File: src/verilog/spram_pkg.sv
// spram subsystem shared definitions
// widths, byte lane index and port tag used across the banked memory

package spram_pkg;

    // word and bank geometry
    localparam int WORD_W = 32;    // memory word width
    localparam int HALF_W = 16;    // one bank holds half a word
    localparam int LANES  = 4;     // byte lanes per word

    // byte lane inside a word
    typedef logic [1:0] lane_t;

    // owner of an access issued to the banks
    typedef enum logic {
        PORT_WORD = 1'b0,          // cpu word port
        PORT_BYTE = 1'b1           // debug byte port
    } port_sel_e;

endpackage : spram_pkg
File: src/verilog/mem_word_if.sv
// word bus between the request side and the banked memory
// single-cycle strobe, byte mask, read data valid one cycle after a read

`timescale 1ns/1ps

interface mem_word_if
    import spram_pkg::*;
#(
    parameter int bank_aw = 14
);
    logic                 req;      // one-cycle request strobe
    logic                 we;       // 1 = write, 0 = read
    logic [LANES-1:0]     bmsk;     // byte lanes written
    logic [bank_aw:0]     addr;     // top bit picks the bank pair
    logic [WORD_W-1:0]    wdata;
    logic [WORD_W-1:0]    rdata;    // valid the cycle after a read req

    modport master (output req, we, bmsk, addr, wdata, input rdata);
    modport slave  (input req, we, bmsk, addr, wdata, output rdata);

endinterface : mem_word_if

File: src/verilog/byte_port.sv
// byte port adapter for debug access
// replicates the write byte on every lane, enables one lane,
// and picks the read byte with the lane index of the request

`timescale 1ns/1ps

module byte_port
    import spram_pkg::*;
#(
    parameter int bank_aw = 14
) (
    input  logic                   clk,
    input  logic                   rst_n,
    input  logic                   b_req,
    input  logic                   b_we,
    input  logic [bank_aw+2:0]     b_addr,
    input  logic [7:0]             b_wdata,
    output logic [7:0]             b_rdata,
    mem_word_if.master             bus
);
    localparam int byte_w = WORD_W / LANES;

    lane_t lane;
    lane_t lane_q;                         // lane of the outstanding read

    assign lane = lane_t'(b_addr[1:0]);

    // request path is pure wiring plus lane decode
    assign bus.req   = b_req;
    assign bus.we    = b_we;
    assign bus.addr  = b_addr[bank_aw+2:2];            // drop the lane bits
    assign bus.wdata = {LANES{b_wdata}};               // same byte on all lanes
    assign bus.bmsk  = LANES'(1) << lane;              // one-hot lane enable

    // the arbiter may hold the read a cycle, no new byte req arrives meanwhile
    always_ff @(posedge clk or negedge rst_n) begin
        if (!rst_n) begin
            lane_q <= '0;
        end else if (b_req && !b_we) begin
            lane_q <= lane;
        end
    end

    assign b_rdata = bus.rdata[lane_q*byte_w +: byte_w];

endmodule : byte_port

File: src/flat_wrapper.sv
// flat-port wrapper written by rule: the top's interface ports become plain ports
module byte_port_flat import spram_pkg::*;
#(
    parameter int bank_aw = 14
)
  (clk, rst_n, b_req, b_we, b_addr, b_wdata, b_rdata, bus_req, bus_we, bus_bmsk, bus_addr, bus_wdata, bus_rdata);
  mem_word_if #(.bank_aw(bank_aw)) bus_i ();
  input  logic clk;
  input  logic rst_n;
  input  logic b_req;
  input  logic b_we;
  input  logic [bank_aw+2:0] b_addr;
  input  logic [7:0] b_wdata;
  output logic [7:0] b_rdata;
  output wire logic [$bits(bus_i.req)-1:0] bus_req;
  output wire logic [$bits(bus_i.we)-1:0] bus_we;
  output wire logic [$bits(bus_i.bmsk)-1:0] bus_bmsk;
  output wire logic [$bits(bus_i.addr)-1:0] bus_addr;
  output wire logic [$bits(bus_i.wdata)-1:0] bus_wdata;
  input wire logic [$bits(bus_i.rdata)-1:0] bus_rdata;
  assign bus_req = bus_i.req;
  assign bus_we = bus_i.we;
  assign bus_bmsk = bus_i.bmsk;
  assign bus_addr = bus_i.addr;
  assign bus_wdata = bus_i.wdata;
  assign bus_i.rdata = bus_rdata;
  byte_port #(.bank_aw(bank_aw)) u_core (.clk(clk), .rst_n(rst_n), .b_req(b_req), .b_we(b_we), .b_addr(b_addr), .b_wdata(b_wdata), .b_rdata(b_rdata), .bus(bus_i));
endmodule
File: config.mk
export PLATFORM = sky130hd
export DESIGN_NAME = byte_port_flat
export DESIGN_NICKNAME = d
export VERILOG_FILES = /design/src/verilog/spram_pkg.sv /design/src/verilog/mem_word_if.sv /design/src/verilog/byte_port.sv /design/src/flat_wrapper.sv
export SDC_FILE = /design/constraint.sdc
export NUM_CORES = 1
export LEC_CHECK = 0
export BUFFER_PORTS_ARGS = -buffer_cell sky130_fd_sc_hd__buf_4
export CAP_MARGIN = 20
export CORE_MARGIN = 2
export CORE_UTILIZATION = 26
export CTS_CLUSTER_DIAMETER = 60
export DETAILED_ROUTE_END_ITERATION = 6
export GPL_TIMING_DRIVEN = 0
export PLACE_DENSITY_LB_ADDON = 0.15
export SLEW_MARGIN = 15
export SYNTH_ARGS = -nofsm -noshare
export SYNTH_HDL_FRONTEND = slang
export SYNTH_SLANG_ARGS = --single-unit
File: constraint.sdc
create_clock -name clk -period 1.8 [get_ports clk]
set_clock_uncertainty 0.2 [all_clocks]
set_input_delay 0.36 -clock clk [delete_from_list [all_inputs] [get_ports clk]]
set_output_delay 0.36 -clock clk [all_outputs]
set_load 0.02 [all_outputs]
==> results of run 1 <==
## kinds of logic (layout without fill, tap and decap cells)
group                  count (synthesis)  in the layout  synth area share
buffers and inverters                 51            154            0.5771
muxes                                 10             10            0.3045
and+or+nand+nor                        5              5           0.04324
DFF                                    2              2           0.07519
## area by class of cell
cell class	instances	area share
well taps	30	0.02506
clock buffers	3	0.01504
flip-flops and latches	2	0.03342
multi-input cells	15	0.1546
plain buffers	51	0.2565
repair buffers	100	0.5155
## path summary, 6_finish.rpt
check                                      start          endpoint  slack (ps)  depth (start not counted)
worst min-delay path                   b_addr[0]  u_core.lane_q[0]         210                          2
worst max-delay path            u_core.lane_q[0]        b_rdata[2]        -150                          3
min in group asynchronous                  rst_n  u_core.lane_q[0]         250                          2
max in group asynchronous                  rst_n  u_core.lane_q[1]        1060                          2
worst min register to register  u_core.lane_q[0]  u_core.lane_q[0]         490                          2
worst max register to register  u_core.lane_q[1]  u_core.lane_q[1]         640                          2
## layout by cell type (no fill, tap or decap)
cell,netlist,layout
and2_1,1,1
buf_4,49,143
buf_6,1,6
clkbuf_2,1,1
clkbuf_4,0,3
dfrtp_1,2,2
dlygate4sd3_1,0,1
mux2_2,2,2
mux4_2,8,8
nor2_1,1,1
nor2b_1,3,3
## cell usage after synthesis
| cell | instances | area (um2) |
|---|---|---|
| and2_1 | 1 | 6.260 |
| buf_4 | 49 | 367.9 |
| buf_6 | 1 | 11.26 |
| clkbuf_2 | 1 | 5.000 |
| dfrtp_1 | 2 | 50.05 |
| mux2_2 | 2 | 22.52 |
| mux4_2 | 8 | 180.2 |
| nor2_1 | 1 | 3.750 |
| nor2b_1 | 3 | 18.77 |
## what timing repair did
item | in CTS | in global routing
hold buffers | 1 | 0
cloned | 1 | 0
gates resized for setup | 6 | 0
hold endpoints to repair | 2 | 0
endpoints found under the setup margin | 8 | 8
## critical path, delay by kind of cell (launching register included)
kind	cells	cell delay, ps
buffers and inverters	2	330
flip-flops	1	350
multiplexers	1	490
## power by group
part / internal [mW] / leakage, nW / switching (mW)
combinational: 0.326 / 0.802 / 0.231
clock: 0.0734 / 0.0138 / 0.0234
sequential: 0.0520 / 0.0235 / 0.00313
## per-layer routing
layer  vias to the layer above  wire length, um  track usage
met5                         -                0            0
met4                         0                7      0.06250
met2                        57             1271       0.2421
li1                        387                -            -
met3                         2              280      0.02732
met1                       349              590       0.1223
==> metrics.yaml, run 1 <==
rsz0062_at_grt: "true"
syn_nets: 129
n_fill_cell: 210
cts_tree: "built"
areaGrowthSynthToFinish_pct: 125.0
crit_path_end_kind: "output port"
vias: 795
grt_pass1_vias: 605
reg_top3: "u_core.lane_q x2"
timing.fmax_mhz: 513.1
wirelength_um: 2149
finalSetupViolations: 8
drc: 0
die_w_um: 54.60
synth_cell_type_count: 9
min_period_ps: 1949
multi_input_area_um2: 231.5
drive_gt1_frac: 0.9532
setup_ws_ps: -149.1
nets: 234
avgViaCountPerCell: 3.955
wire_per_inst_um: 10.69
core-area_mm2: 0.002455
num_rows: 18
hold_violations: 0
num_io_pins: 122
htree_levels: 1
period_share: 1.083
cts.sinks: 2
drtIter0Drc: 2
slew_violations: 0
clkSlewWorstSetupHoldPaths_ps: 30
peakVddDrop_v: 0.0004876
final_core_util: 0.6101
dpl.hpwl_um: 1964
grt_pass1_wl_um: 2649
root_buffer: "clkbuf_4"
grt_max_degree: 10
clockBufferDepth: 2
top_register: "u_core.lane_q"
syn_area_per_cell_um2: 9.789
dieArea_mm2: 0.002981
placed_cells: 196
drv_cap: 0
startpoint_type: "flip-flop"
power_leakage_nw: 0.8396
die_h_um: 54.60
critPathSlowestCell: "mux4_2"
violations: "setup timing"
worst_slew_pin_slew_ps: 221.2
yosys_warnings: 0
clk_latency_ps: 220
slew_headroom: 0.8525
worstSetupPathType: "reg2out"
final_cell_area_mm2: 0.001498
antenna_found_initial: 0
synthesis.instances: 68
crit_chain: "buf_4 -> mux4_2 -> buf_4"
largest_reg_flops: 2
placed_area_mm2: 0.001439
seqCellArea_um2: 50.05
grt_usage: 0.1254
power.density_mw_per_mm2: 473.8
grt.overflow.total: 0
synth_area_um2: 665.6
port_buffers: 98
setup_tns_ps: -1105
cp_max_fo: 4
cts_buffers: 3
synth-seq-cells: 2
slowest_delay_ps: 490
drtPass1Iterations: 4
antenna_cells: 0
post_cts_buffers: 0
cp_data_arrival_time_ps: 1390
seq_area_frac_synth: 0.07519
initial_core_util: 0.2712
routabilityCongestion: 0.6582
outcome: "finished, violations left"
hp-class: "in2reg"
required_ps: 1240
dp_slack_ps: 58.94
drtAntennaViolNets: 0
p_total_mw: 0.7097
holdWs_ps: 212.2
crit_top_cell: "buf_4"
instances_no_fill: 201
Note: power is estimated with default switching activity, not from simulation.
==> run 2, diff against run 1 <==
--- a/config.mk
+++ b/config.mk
@@ -5,14 +5,14 @@
 export SDC_FILE = /design/constraint.sdc
 export NUM_CORES = 1
 export LEC_CHECK = 0
-export BUFFER_PORTS_ARGS = -buffer_cell sky130_fd_sc_hd__buf_4
+export BUFFER_PORTS_ARGS = -buffer_cell sky130_fd_sc_hd__buf_2
 export CAP_MARGIN = 20
 export CORE_MARGIN = 2
-export CORE_UTILIZATION = 26
+export CORE_UTILIZATION = 28
 export CTS_CLUSTER_DIAMETER = 60
 export DETAILED_ROUTE_END_ITERATION = 6
 export GPL_TIMING_DRIVEN = 0
-export PLACE_DENSITY_LB_ADDON = 0.15
+export PLACE_DENSITY = 0.85
 export SLEW_MARGIN = 15
 export SYNTH_ARGS = -nofsm -noshare
 export SYNTH_HDL_FRONTEND = slang
==> constraint.sdc (replaced) <==
create_clock -name clk -period 2.4 [get_ports clk]
set_clock_uncertainty 0.2 [all_clocks]
set_input_delay 0.48 -clock clk [delete_from_list [all_inputs] [get_ports clk]]
set_output_delay 0.48 -clock clk [all_outputs]
set_load 0.02 [all_outputs]
==> metrics.yaml, run 2 (synthesized netlist as in run 1, its figures left out) <==
p_switching_mw: 0.1871  # -27%
crit_path_end_kind: "output port"
cp_max_fo: 9  # +5
cp_data_arrival_time_ps: 1400  # about the same
drtIter0Drc: 0  # -2
critPathLaunch: "u_core.lane_q[0]"
cts_hold_buf: 1  # unchanged
reg_top3: "u_core.lane_q x2"
peakVddDrop_v: 0.0002936  # -40%
grt_pass1_wl_um: 2566  # -3.1%
power_frac_clock: 0.165  # +0.029
num_io_pins: 122  # unchanged
initial_core_util: 0.2980  # +0.02689
worstReg2RegStart: "u_core.lane_q[1]"
seqCellArea_um2: 50.05  # unchanged
slew_violations: 0  # unchanged
grt_usage: 0.1226  # -0.002737
crit_chain: "buf_6 -> mux4_2 -> buf_2"
timing.fmax_mhz: 481.6
avgViaCountPerCell: 3.909  # -1.2%
startpoint_type: "flip-flop"
dpl.hpwl_um: 1833  # -6.7%
pwr-share-seq: 0.089  # +0.011
setup_tns_ps: 0  # +1105 ps
wirelength_um: 1979  # -7.9%
holdWs_ps: 351.3  # +139.1 ps
worstSetupPathType: "reg2out"
power.density_mw_per_mm2: 372.4  # -21%
r2r_slack_ps: 1260  # +620 ps
setup_ws_ps: 323.7  # +472.8 ps
multi_input_area_um2: 231.5  # unchanged
root_buffer: "clkbuf_4"
antenna_cells: 0  # unchanged
wire_per_inst_um: 9.995  # -6.5%
clkSlewWorstSetupHoldPaths_ps: 30  # about the same
dieArea_mm2: 0.002783  # -6.6%
outcome: "completed"
grt_pass1_vias: 653  # +7.9%
cts.sinks: 2  # unchanged
grt.overflow.total: 0  # unchanged
slew_headroom: 0.8562  # +0.003674
htree_levels: 1  # unchanged
drc: 0  # unchanged
nets: 233  # -0.43%
r2r-end: "u_core.lane_q[1]"
antenna_found_initial: 0  # unchanged
drive_gt1_frac: 0.9529  # about the same
switching_share: 0.4107  # +0.04732
period_share: 0.8651
core-area_mm2: 0.002233  # -9.0%
clockBufferDepth: 2  # unchanged
reg2reg_depth: 2  # unchanged
drtAntennaViolNets: 0  # unchanged
dp_slack_ps: 503.0  # +444.1 ps
combPwrFrac: 0.746  # -0.040
routabilityCongestion: 0.6464  # -1.8%
power_leakage_nw: 0.7453  # -11%
p_int_mw: 0.2685  # -41%
p_total_mw: 0.4557  # -36%
cp.depth: 3  # unchanged
crit_family: "multiplexers"
largest_reg_flops: 2  # unchanged
endpoint: "b_rdata[4]"
areaGrowthSynthToFinish_pct: 83.83
num_rows: 17  # -1
critPathSlowestCell: "mux4_2"
die_h_um: 52.76  # -3.4%
drv_cap: 0  # unchanged
hp-class: "in2reg"
port_buffers: 98  # unchanged
grt_max_degree: 10  # unchanged
min_period_ps: 2076
clk_latency_ps: 220  # about the same
required_ps: 1720  # +480 ps
hold_violations: 0  # unchanged
post_cts_resized: 0  # -6
finalSetupViolations: 0  # -8
drtPass1Iterations: 1  # -3
rsz0062_at_grt: "false"
slowest_delay_ps: 510  # +20 ps
die_w_um: 52.76  # -3.4%
cts_tree: "built"
cts_buffers: 3  # unchanged
final_cell_mix: "98 x buf_2, 49 x buf_4, 8 x mux4_2, 3 x nor2b_1, 3 x clkbuf_4"
n_fill_cell: 218  # +3.8%
vias: 774  # -2.6%
top_register: "u_core.lane_q"
worst_slew_pin_slew_ps: 215.7  # -5.512 ps
layout_commonest_cell: "buf_2"
post_cts_buffers: 0  # unchanged
cp.buffers_inverters: 2  # unchanged
## run 2: worst min-delay path by stage
stage / startpoint / to / slack (ps) / cells past startpoint
2_1_floorplan: rst_n / u_core.lane_q[0] / -20 / 0
3_3_place_gp: rst_n / u_core.lane_q[0] / 70 / 1
3_5_place_dp: rst_n / u_core.lane_q[0] / 70 / 1
4_1_cts: b_addr[1] / u_core.lane_q[1] / 340 / 2
5_1_grt: b_addr[0] / u_core.lane_q[0] / 350 / 2
6_report: b_addr[0] / u_core.lane_q[0] / 350 / 2
## run 2: layout make-up
type | count | area share
Buffer | 51 | 0.3139
Clock buffer | 3 | 0.01840
Multi-Input combinational cell | 15 | 0.1892
Timing Repair Buffer | 99 | 0.4090
Tap cell | 28 | 0.02863
Sequential cell | 2 | 0.04090
## run 2: metal layers
metal / routed length (um) / GRT usage / up-vias
met4: 0 / 0.05128 / 0
met1: 563 / 0.1115 / 324
met2: 1097 / 0.2604 / 65
met3: 318 / 0.01429 / 0
li1: - / - / 385
met5: 0 / 0 / -
## run 2: power groups by stage
stage / Sequential [mW] / Combinational [mW] / Clock (mW)
floorplan: 0.0407 / 0.239 / 0
global placement: 0.0407 / 0.336 / 0
detailed placement: 0.0408 / 0.343 / 0
CTS: 0.0404 / 0.345 / 0.0805
global route: 0.0405 / 0.364 / 0.0828
finish: 0.0404 / 0.340 / 0.0753
## run 2: metrics by stage
stage / cells / utilization / cell area (um2)
floorplan: 68 / - / 665.6
global placement: 194 / 0.5333 / 1191
detailed placement: 194 / 0.5333 / 1191
CTS: 198 / 0.5479 / 1224
global route: 198 / 0.5479 / 1224
finish: 198 / 0.5479 / 1224
## run 2: worst reg2reg max path: cells and delay by family, from the launching register on
family / cells / cell delay, ps
muxes: 1 / 290
DFF: 1 / 340
buffers and inverters: 1 / 190
