[config.mk]
export PLATFORM = sky130hd
export DESIGN_NAME = port_arbiter_flat
export DESIGN_NICKNAME = d
export VERILOG_FILES = /design/src/verilog/spram_pkg.sv /design/src/verilog/mem_word_if.sv /design/src/verilog/port_arbiter.sv /design/src/flat_wrapper.sv
export SDC_FILE = /design/constraint.sdc
export NUM_CORES = 1
export LEC_CHECK = 0
export BUFFER_PORTS_ARGS = -buffer_cell sky130_fd_sc_hd__buf_2
export CORE_AREA = 2 2 102 104
export CTS_CLUSTER_SIZE = 8
export DETAILED_ROUTE_END_ITERATION = 12
export DIE_AREA = 0 0 104 106
export PLACE_DENSITY_LB_ADDON = 0.1
export SLEW_MARGIN = 20
export SYNTH_ARGS = -nofsm -noshare
export SYNTH_HDL_FRONTEND = slang
export SYNTH_SLANG_ARGS = --single-unit
[constraint.sdc]
create_clock -name clk -period 2.55 [get_ports clk]
set_input_delay 0.255 -clock clk [delete_from_list [all_inputs] [get_ports clk]]
set_output_delay 0.255 -clock clk [all_outputs]
set_load 0.02 [all_outputs]
[src/verilog/spram_pkg.sv]
// spram subsystem shared definitions
// widths, byte lane index and port tag used across the banked memory

package spram_pkg;

    // word and bank geometry
    localparam int WORD_W = 32;    // memory word width
    localparam int HALF_W = 16;    // one bank holds half a word
    localparam int LANES  = 4;     // byte lanes per word

    // byte lane inside a word
    typedef logic [1:0] lane_t;

    // owner of an access issued to the banks
    typedef enum logic {
        PORT_WORD = 1'b0,          // cpu word port
        PORT_BYTE = 1'b1           // debug byte port
    } port_sel_e;

endpackage : spram_pkg
[src/verilog/mem_word_if.sv]
// word bus between the request side and the banked memory
// single-cycle strobe, byte mask, read data valid one cycle after a read

`timescale 1ns/1ps

interface mem_word_if
    import spram_pkg::*;
#(
    parameter int bank_aw = 14
);
    logic                 req;      // one-cycle request strobe
    logic                 we;       // 1 = write, 0 = read
    logic [LANES-1:0]     bmsk;     // byte lanes written
    logic [bank_aw:0]     addr;     // top bit picks the bank pair
    logic [WORD_W-1:0]    wdata;
    logic [WORD_W-1:0]    rdata;    // valid the cycle after a read req

    modport master (output req, we, bmsk, addr, wdata, input rdata);
    modport slave  (input req, we, bmsk, addr, wdata, output rdata);

endinterface : mem_word_if

[src/verilog/port_arbiter.sv]
// request arbiter for the word and byte ports
// word port has fixed priority, a colliding byte request waits one cycle
// in a hold register; read data is returned to the port that issued it

`timescale 1ns/1ps

module port_arbiter
    import spram_pkg::*;
#(
    parameter int bank_aw = 14
) (
    input  logic                  clk,
    input  logic                  rst_n,
    input  logic                  w_req,
    input  logic                  w_we,
    input  logic [LANES-1:0]      w_bmsk,
    input  logic [bank_aw:0]      w_addr,
    input  logic [WORD_W-1:0]     w_wdata,
    output logic [WORD_W-1:0]     w_rdata,
    output logic                  w_rvalid,
    mem_word_if.slave             byte_bus,
    mem_word_if.master            mem_bus,
    output logic                  b_rvalid
);
    logic                hold_q;           // byte request waiting
    logic                hold_we;
    logic [LANES-1:0]    hold_bmsk;
    logic [bank_aw:0]    hold_addr;
    logic [WORD_W-1:0]   hold_wdata;
    logic                issue_hold;
    logic                issue_byte;
    logic                hold_load;
    logic                rd_q;             // last issued access was a read
    port_sel_e           sel_q;

    assign issue_hold = hold_q && !w_req;
    assign issue_byte = byte_bus.req && !w_req && !hold_q;
    assign hold_load  = byte_bus.req && !issue_byte;   // lost to the word port

    always_comb begin
        mem_bus.req = w_req || hold_q || byte_bus.req;
        if (w_req) begin
            mem_bus.we    = w_we;
            mem_bus.bmsk  = w_bmsk;
            mem_bus.addr  = w_addr;
            mem_bus.wdata = w_wdata;
        end else if (hold_q) begin
            mem_bus.we    = hold_we;
            mem_bus.bmsk  = hold_bmsk;
            mem_bus.addr  = hold_addr;
            mem_bus.wdata = hold_wdata;
        end else begin
            mem_bus.we    = byte_bus.we;
            mem_bus.bmsk  = byte_bus.bmsk;
            mem_bus.addr  = byte_bus.addr;
            mem_bus.wdata = byte_bus.wdata;
        end
    end

    always_ff @(posedge clk or negedge rst_n) begin
        if (!rst_n) begin
            hold_q <= 1'b0;
            rd_q   <= 1'b0;
            sel_q  <= PORT_WORD;
        end else begin
            hold_q <= hold_load || (hold_q && !issue_hold);
            rd_q   <= mem_bus.req && !mem_bus.we;
            sel_q  <= w_req ? PORT_WORD : PORT_BYTE;
        end
    end

    // held request payload
    always_ff @(posedge clk) begin
        if (hold_load) begin
            hold_we    <= byte_bus.we;
            hold_bmsk  <= byte_bus.bmsk;
            hold_addr  <= byte_bus.addr;
            hold_wdata <= byte_bus.wdata;
        end
    end

    // read return goes to whichever side owned the access
    assign w_rvalid       = rd_q && (sel_q == PORT_WORD);
    assign b_rvalid       = rd_q && (sel_q == PORT_BYTE);
    assign w_rdata        = (sel_q == PORT_WORD) ? mem_bus.rdata : '0;
    assign byte_bus.rdata = (sel_q == PORT_BYTE) ? mem_bus.rdata : '0;

endmodule : port_arbiter

[src/flat_wrapper.sv]
// flat-port wrapper written by rule: the top's interface ports become plain ports
module port_arbiter_flat import spram_pkg::*;
#(
    parameter int bank_aw = 14
)
  (clk, rst_n, w_req, w_we, w_bmsk, w_addr, w_wdata, w_rdata, w_rvalid, b_rvalid, byte_bus_req, byte_bus_we, byte_bus_bmsk, byte_bus_addr, byte_bus_wdata, byte_bus_rdata, mem_bus_req, mem_bus_we, mem_bus_bmsk, mem_bus_addr, mem_bus_wdata, mem_bus_rdata);
  mem_word_if #(.bank_aw(bank_aw)) byte_bus_i ();
  mem_word_if #(.bank_aw(bank_aw)) mem_bus_i ();
  input  logic clk;
  input  logic rst_n;
  input  logic w_req;
  input  logic w_we;
  input  logic [LANES-1:0] w_bmsk;
  input  logic [bank_aw:0] w_addr;
  input  logic [WORD_W-1:0] w_wdata;
  output logic [WORD_W-1:0] w_rdata;
  output logic w_rvalid;
  output logic b_rvalid;
  input wire logic [$bits(byte_bus_i.req)-1:0] byte_bus_req;
  input wire logic [$bits(byte_bus_i.we)-1:0] byte_bus_we;
  input wire logic [$bits(byte_bus_i.bmsk)-1:0] byte_bus_bmsk;
  input wire logic [$bits(byte_bus_i.addr)-1:0] byte_bus_addr;
  input wire logic [$bits(byte_bus_i.wdata)-1:0] byte_bus_wdata;
  output wire logic [$bits(byte_bus_i.rdata)-1:0] byte_bus_rdata;
  output wire logic [$bits(mem_bus_i.req)-1:0] mem_bus_req;
  output wire logic [$bits(mem_bus_i.we)-1:0] mem_bus_we;
  output wire logic [$bits(mem_bus_i.bmsk)-1:0] mem_bus_bmsk;
  output wire logic [$bits(mem_bus_i.addr)-1:0] mem_bus_addr;
  output wire logic [$bits(mem_bus_i.wdata)-1:0] mem_bus_wdata;
  input wire logic [$bits(mem_bus_i.rdata)-1:0] mem_bus_rdata;
  assign byte_bus_i.req = byte_bus_req;
  assign byte_bus_i.we = byte_bus_we;
  assign byte_bus_i.bmsk = byte_bus_bmsk;
  assign byte_bus_i.addr = byte_bus_addr;
  assign byte_bus_i.wdata = byte_bus_wdata;
  assign byte_bus_rdata = byte_bus_i.rdata;
  assign mem_bus_req = mem_bus_i.req;
  assign mem_bus_we = mem_bus_i.we;
  assign mem_bus_bmsk = mem_bus_i.bmsk;
  assign mem_bus_addr = mem_bus_i.addr;
  assign mem_bus_wdata = mem_bus_i.wdata;
  assign mem_bus_i.rdata = mem_bus_rdata;
  port_arbiter #(.bank_aw(bank_aw)) u_core (.clk(clk), .rst_n(rst_n), .w_req(w_req), .w_we(w_we), .w_bmsk(w_bmsk), .w_addr(w_addr), .w_wdata(w_wdata), .w_rdata(w_rdata), .w_rvalid(w_rvalid), .byte_bus(byte_bus_i), .mem_bus(mem_bus_i), .b_rvalid(b_rvalid));
endmodule
==> results of run 1 <==
==> cell families after synthesis <==
logic type | count (synthesis)
AOI/OAI and AO/OA | 54
and+or+nand+nor | 121
DFF | 55
adders and majority gates | 1
muxes | 52
buffers and inverters | 27
==> power by group through the flow <==
stage / Sequential [mW] / Clock, mW / Combinational [mW]
after floorplan: 1.09 / 0 / 0.468
after CTS: 1.09 / 0.589 / 0.739
after global routing: 1.09 / 0.614 / 0.788
final: 1.08 / 0.564 / 0.726
after detailed placement: 1.10 / 0 / 0.736
after global placement: 1.10 / 0 / 0.730
==> metal layers <==
layer,vias to the layer above,track usage
met1,1301,0.173
met3,8,0.0441
met4,0,0.0425
met2,147,0.293
li1,1564,-
met5,-,0
==> synthesized netlist by cell type <==
cell type / instances / area (sq um)
buf_4: 3 / 22.5
nor3b_1: 1 / 7.51
o21a_1: 1 / 7.51
maj3_2: 1 / 11.3
o21ai_1: 44 / 220
mux2i_1: 52 / 521
nand2_1: 52 / 195
o31a_1: 1 / 8.76
buf_6: 1 / 11.3
dfrtp_1: 3 / 75.1
buf_8: 3 / 45.0
o21ai_0: 8 / 40.0
buf_2: 8 / 40.0
or3_1: 1 / 6.26
and2_1: 33 / 206
inv_1: 1 / 3.75
clkbuf_1: 11 / 41.3
edfxtp_1: 52 / 1560
nor2b_1: 34 / 213
==> sequential cells by signal, indices dropped and copies added, names as in the netlist <==
register,count
u_core.sel_q,1
u_core.rd_q,1
u_core.hold_wdata,32
u_core.hold_q,1
u_core.hold_bmsk,4
u_core.hold_we,1
u_core.hold_addr,15
==> worst max-delay path, delay by kind of cell (launching register included) <==
family                 cells  cell delay (ns)
AO/OA/AOI/OAI              1             0.08
buffers and inverters      2             0.50
flip-flops                 1             0.73
multiplexers               1             0.24
==> metrics by stage <==
stage | hold slack (ns) | std cells
2_1_floorplan | -0.0406 | 310
3_3_place_gp | 0.0807 | 686
3_5_place_dp | 0.0832 | 686
4_1_cts | 0.124 | 695
5_1_grt | 0.122 | 695
6_report | 0.138 | 696
==> final timing paths <==
check                      cells after the start  slack, ns                    end             start
setup / recovery                               4       0.43       mem_bus_wdata[9]     u_core.hold_q
hold / removal                                 1       0.14    u_core.hold_addr[3]  byte_bus_addr[3]
setup reg to reg                               2       0.83  u_core.hold_wdata[21]     u_core.hold_q
hold reg to reg                                2       0.68            u_core.rd_q    u_core.hold_we
max in group asynchronous                      2       2.09          u_core.hold_q             rst_n
min in group asynchronous                      2       0.31           u_core.sel_q             rst_n
==> placed cells by master, fill, tap and decap left out <==
cell type / instances
o21a_2: 1
and2_1: 33
mux2i_1: 52
nor2b_1: 34
dfrtp_2: 1
o21ai_0: 8
edfxtp_1: 52
bufinv_16: 1
dlygate4sd3_1: 1
inv_1: 1
nand2_1: 52
nor3b_1: 1
diode_2: 1
clkbuf_8: 5
buf_2: 258
o31a_1: 1
buf_4: 6
buf_12: 2
o21ai_1: 44
or3_1: 1
maj3_2: 1
dfrtp_1: 2
clkbuf_1: 2
==> what timing repair did <==
item                                   in CTS  in global routing
hold buffers                                1                  0
setup buffers                               0                  0
endpoints found under the hold margin       3                  0
==> cell type report <==
class | count | area (sq um)
timing repair buffer | 267 | 1390
clock inverter | 1 | 30.0
fill | 983 | 5260
clock buffer | 7 | 76.3
sequential | 55 | 1640
tap | 136 | 170
multi-input combinational | 228 | 1440
inverter | 1 | 3.75
antenna | 1 | 2.50
==> metrics.txt, run 1 <==
status finished, final reports clean; share of cells above drive strength 1 0.492; first-pass iteration count of the detailed router 4; initial antenna violation count 1; placed cell area 4630 sq um; Net Switching 722 uW; slowest stage cell, crit path dfrtp_2; Clk network pwr share 0.238; maximum resistive drop on vdd 0.248 mV; Place WS 0.714 ns; #FFs+latches synth between 50 and 60; Crit Path Max Fanout 21; design area 4740 sq um; uppermost routed layer met4; CP Class register to output pin; CTS tree built; Vert. Die Dim 106 um; Post-Synthesis Cells 310; Worst EP required 2.30 ns; Pint 1.65 mW; Synth Area in Compound Gates 0.0854; period utilisation layout 0.830; CTS root buffer clkbuf_8; first-pass GRT wire length 13,800 um; GRT overflow 0; final core utilization 0.474; Final Critical Period 2.12 ns; CTS Buf Count 5; smallest setup slack after layout 0.435 ns; xor and xnor area share after synthesis 0; Worst Hold Class input port to register; syn_nets 450; main combinational cell family by area after synthesis simple AND/OR/NAND/NOR gates; Fmax achieved 0.473 GHz; clk buf depth 2; M1 WL 3660 um; Worst-Margin Slew roughly 0.56 ns; synthesized-area fraction occupied by adder cells 0.00348; fin nets 698; hpwl dp roughly 7500 um; Setup crit end kind output pin; sequential-to-total area share from yosys stat 0.506; initial DRC count ~150; core area 10000 sq um; Area Overhead vs Synth 46.6%; crit-path max cell delay 0.73 ns; final hold vios 0; critical path launch point type register; row cnt 37; clock skew 0.00286 ns; Ports 259; Syn Area/Cell 10.4 sq um; Placer Congestion 0.747; setup TNS 0 ns; RSZ-0062 raised after global routing false; Simple-Gate Fraction of Synth Area 0.194; Final Total Pwr 2.37 mW; drt total wl between 9000 and 10,000 um; # DRC 0; Initial Util 0.324; mux cell area share after synthesis 0.161; LEAKAGE 2.38 nW; power per cell area between 500 and 600 nW/um^2; Yosys Warn Count 0; pin count of the biggest net entering global routing 67; Sw Share 0.304; # clock sinks 55; worst path cell trace buf_4 > mux2i_1 > o21ai_1 > buf_2; Reg power frac 0.457; number of max-cap violations 0; Worst EP arrival 1.86 ns; die width 104 um; DR WL/cell 13.2 um; met2 WL 4690 um; DR vias/cell 4.34; fin. max-slew vios 0; Slew headroom 0.629; Setup-failing EPs final 0; post-cts gate resize count 0; post-synthesis cell area 3240 sq um; total track usage 0.157; vias between 3,000 and 4,000; combinational power share 0.306; H-tree lvl count 2; Port Buffer Count 258; clk_lat worst skew 0.30 ns; distinct cell type count after synthesis 19; die area roughly 11,000 sq um; Worst-path clk slew 0.09 ns; Routed met3 length 756 um; ANT nets after route 0; vias in the first global route around 2,800
(Power assumes the default switching activity.)
==> run 2: changes to the inputs <==
--- a/config.mk
+++ b/config.mk
@@ -6,10 +6,10 @@
 export NUM_CORES = 1
 export LEC_CHECK = 0
 export BUFFER_PORTS_ARGS = -buffer_cell sky130_fd_sc_hd__buf_2
-export CORE_AREA = 2 2 102 104
+export CORE_AREA = 2 2 101 103
 export CTS_CLUSTER_SIZE = 8
 export DETAILED_ROUTE_END_ITERATION = 12
-export DIE_AREA = 0 0 104 106
+export DIE_AREA = 0 0 103 105
 export PLACE_DENSITY_LB_ADDON = 0.1
 export SLEW_MARGIN = 20
 export SYNTH_ARGS = -nofsm -noshare
==> constraint.sdc (replaced) <==
create_clock -name clk -period 1.9 [get_ports clk]
set_input_delay 0.19 -clock clk [delete_from_list [all_inputs] [get_ports clk]]
set_output_delay 0.19 -clock clk [all_outputs]
set_load 0.02 [all_outputs]
==> metrics.txt, run 2 (synthesized netlist as in run 1, its figures left out) <==
status finished, final reports clean (unchanged); Initial Util 0.336 (was 0.324); vias 3,085 (was 3,020); clk_lat worst skew 0.31 ns (was 0.30 ns); Area Overhead vs Synth 47.4% (was 46.6%); FF-to-FF End u_core.hold_wdata[25] (was u_core.hold_wdata[21]); layout filler cell count 939 (was 983); most frequent cells in the layout buf_2, mux2i_1, nand2_1, edfxtp_1, o21ai_1 (unchanged); DR vias/cell 4.46 (was 4.34); first-pass iteration count of the detailed router 4 (unchanged); hpwl dp 7610 um (was 7460 um); LEAKAGE 2.39 nW (was 2.38 nW); period utilisation layout 0.922; setup TNS 0 ns (unchanged); HP Start byte_bus_addr[9] (was byte_bus_addr[3]); R2R Setup Slk 0.48 ns (was 0.83 ns); # clock sinks 55 (unchanged); CTS root buffer clkbuf_8 (unchanged); Worst Hold Class input port to register (unchanged); Vert. Die Dim 105 um (was 106 um); initial antenna violation count 0 (was 1); crit-path max cell delay 0.40 ns (was 0.73 ns); Min Hold Slack 0.0624 ns (was 0.138 ns); RSZ-0062 raised after global routing false (unchanged); Biggest register u_core.hold_wdata (unchanged); die area 10,800 sq um (was 11,000 sq um); initial DRC count 98 (was 149); total track usage 0.164 (was 0.157); slowest stage cell, crit path dfrtp_2 (unchanged); clock skew 0.0134 ns (was 0.00286 ns); drt total wl 9590 um (was 9220 um); vias in the first global route 2,812 (was 2,763); total setup buffers inserted after CTS 0 (unchanged); H-tree lvl count 2 (unchanged); R2R cell count 3 (was 2); Slew headroom 0.767 (was 0.629); CTS Buf Count 5 (unchanged); most common cell after layout, fill and taps aside buf_2 (unchanged); CTS tree built (unchanged); number of max-cap violations 0 (unchanged); row cnt 36 (was 37); fin nets 698 (unchanged); fin. max-slew vios 0 (unchanged); Fmax achieved 0.571 GHz; maximum resistive drop on vdd 0.333 mV (was 0.248 mV); Worst EP arrival 1.56 ns (was 1.86 ns); clk buf depth 2 (unchanged); worst hold endpoint u_core.hold_addr[9] (was u_core.hold_addr[3]); Worst EP required 1.71 ns (was 2.30 ns); pin count of the biggest net entering global routing 67 (unchanged); Placer Congestion 0.711 (was 0.747); critical path launch point type register (unchanged); CP Class register to output pin (unchanged); GR peak layer met2 (unchanged); Port Buffer Count 258 (unchanged); power per cell area 678 nW/um^2 (was 500 nW/um^2); die width 103 um (was 104 um); max reg flops 32 (unchanged); final core utilization 0.495 (was 0.474); ANT nets after route 0 (unchanged); Final Critical Period 1.75 ns; Setup crit end kind output pin (unchanged); Ports 259 (unchanged); first-pass GRT wire length 13,800 um (about the same); Regs by FF count u_core.hold_wdata: 32 flops, u_core.hold_addr: 15 flops, u_core.hold_bmsk: 4 flops (unchanged); GRT overflow 0 (unchanged); placed cell area 4650 sq um (was 4630 sq um); Setup-failing EPs final 0 (unchanged); footprint of the multi-input gates 1440 sq um (unchanged); antenna diode count 0 (was 1); r2r startpoint u_core.hold_q (unchanged); DR WL/cell 13.9 um (was 13.2 um); Seq. cell area 1640 sq um (unchanged); Final Total Pwr 3.24 mW (was 2.37 mW); # DRC 0 (unchanged); post-cts gate resize count 0 (unchanged); GRT met3 Usage 0.0308 (was 0.0441); M1 GR Usage 0.201 (was 0.173); design area 4770 sq um (was 4740 sq um); final hold vios 0 (unchanged); worst path cell trace buf_4 > mux2i_1 > o21ai_0 > buf_2 (was buf_4 > mux2i_1 > o21ai_1 > buf_2); Worst-path clk slew 0.11 ns (was 0.09 ns); core area 9640 sq um (was 10000 sq um); Crit Path Max Fanout 21 (unchanged); WHS Path Cells 1 (unchanged); share of cells above drive strength 1 0.496 (was 0.492); Worst-Margin Slew 0.349 ns (was 0.557 ns); M2 GR Usage 0.291 (was 0.293)
run 2: worst max-delay path, delay by kind of cell, from the launching register on:
kind	cells	cell delay, ns
buffers and inverters	2	0.51
muxes	1	0.26
DFF	1	0.40
AOI/OAI and AO/OA	1	0.09
run 2: worst max path at each step:
stage	from	end	slack, ns	cells after the start
6_report	u_core.hold_q	mem_bus_bmsk[3]	0.15	4
5_1_grt	u_core.hold_q	mem_bus_wdata[7]	0.02	4
4_1_cts	u_core.hold_q	mem_bus_bmsk[3]	0.11	4
3_5_place_dp	u_core.hold_q	u_core.hold_wdata[6]	0.46	3
3_3_place_gp	u_core.hold_q	u_core.hold_wdata[25]	0.49	3
2_1_floorplan	u_core.hold_q	u_core.hold_addr[0]	0.08	4
run 2: power breakdown:
part	switching, mW	internal (mW)
registers	0.0234	1.42
clock network	0.393	0.398
logic	0.593	0.414
total	1.01	2.23
run 2: timing repair:
action,4_1_cts,5_1_grt
hold buffers,1,0
setup endpoints to repair,0,0
hold endpoints to repair,3,0
run 2: metal layers:
metal	part of all wire	up-vias	wire, um
li1	-	1572	-
met1	0.41	1361	3900
met2	0.50	144	4810
met3	0.079	8	753
met4	0.013	0	124
met5	0	-	0
run 2: layout make-up:
cell class / instances / area share
flip-flops and latches: 55 / 0.343
multi-input cells: 228 / 0.301
repair buffers: 267 / 0.296
well taps: 133 / 0.0349
clock buffers: 5 / 0.0144
clock inverters: 3 / 0.00970
inverters: 1 / 0.000787
run 2: stage by stage:
step | instances | setup WS (ns)
6_report | 692 | 0.149
4_1_cts | 692 | 0.107
2_1_floorplan | 310 | 0.0789
5_1_grt | 692 | 0.0182
3_3_place_gp | 683 | 0.489
3_5_place_dp | 683 | 0.460
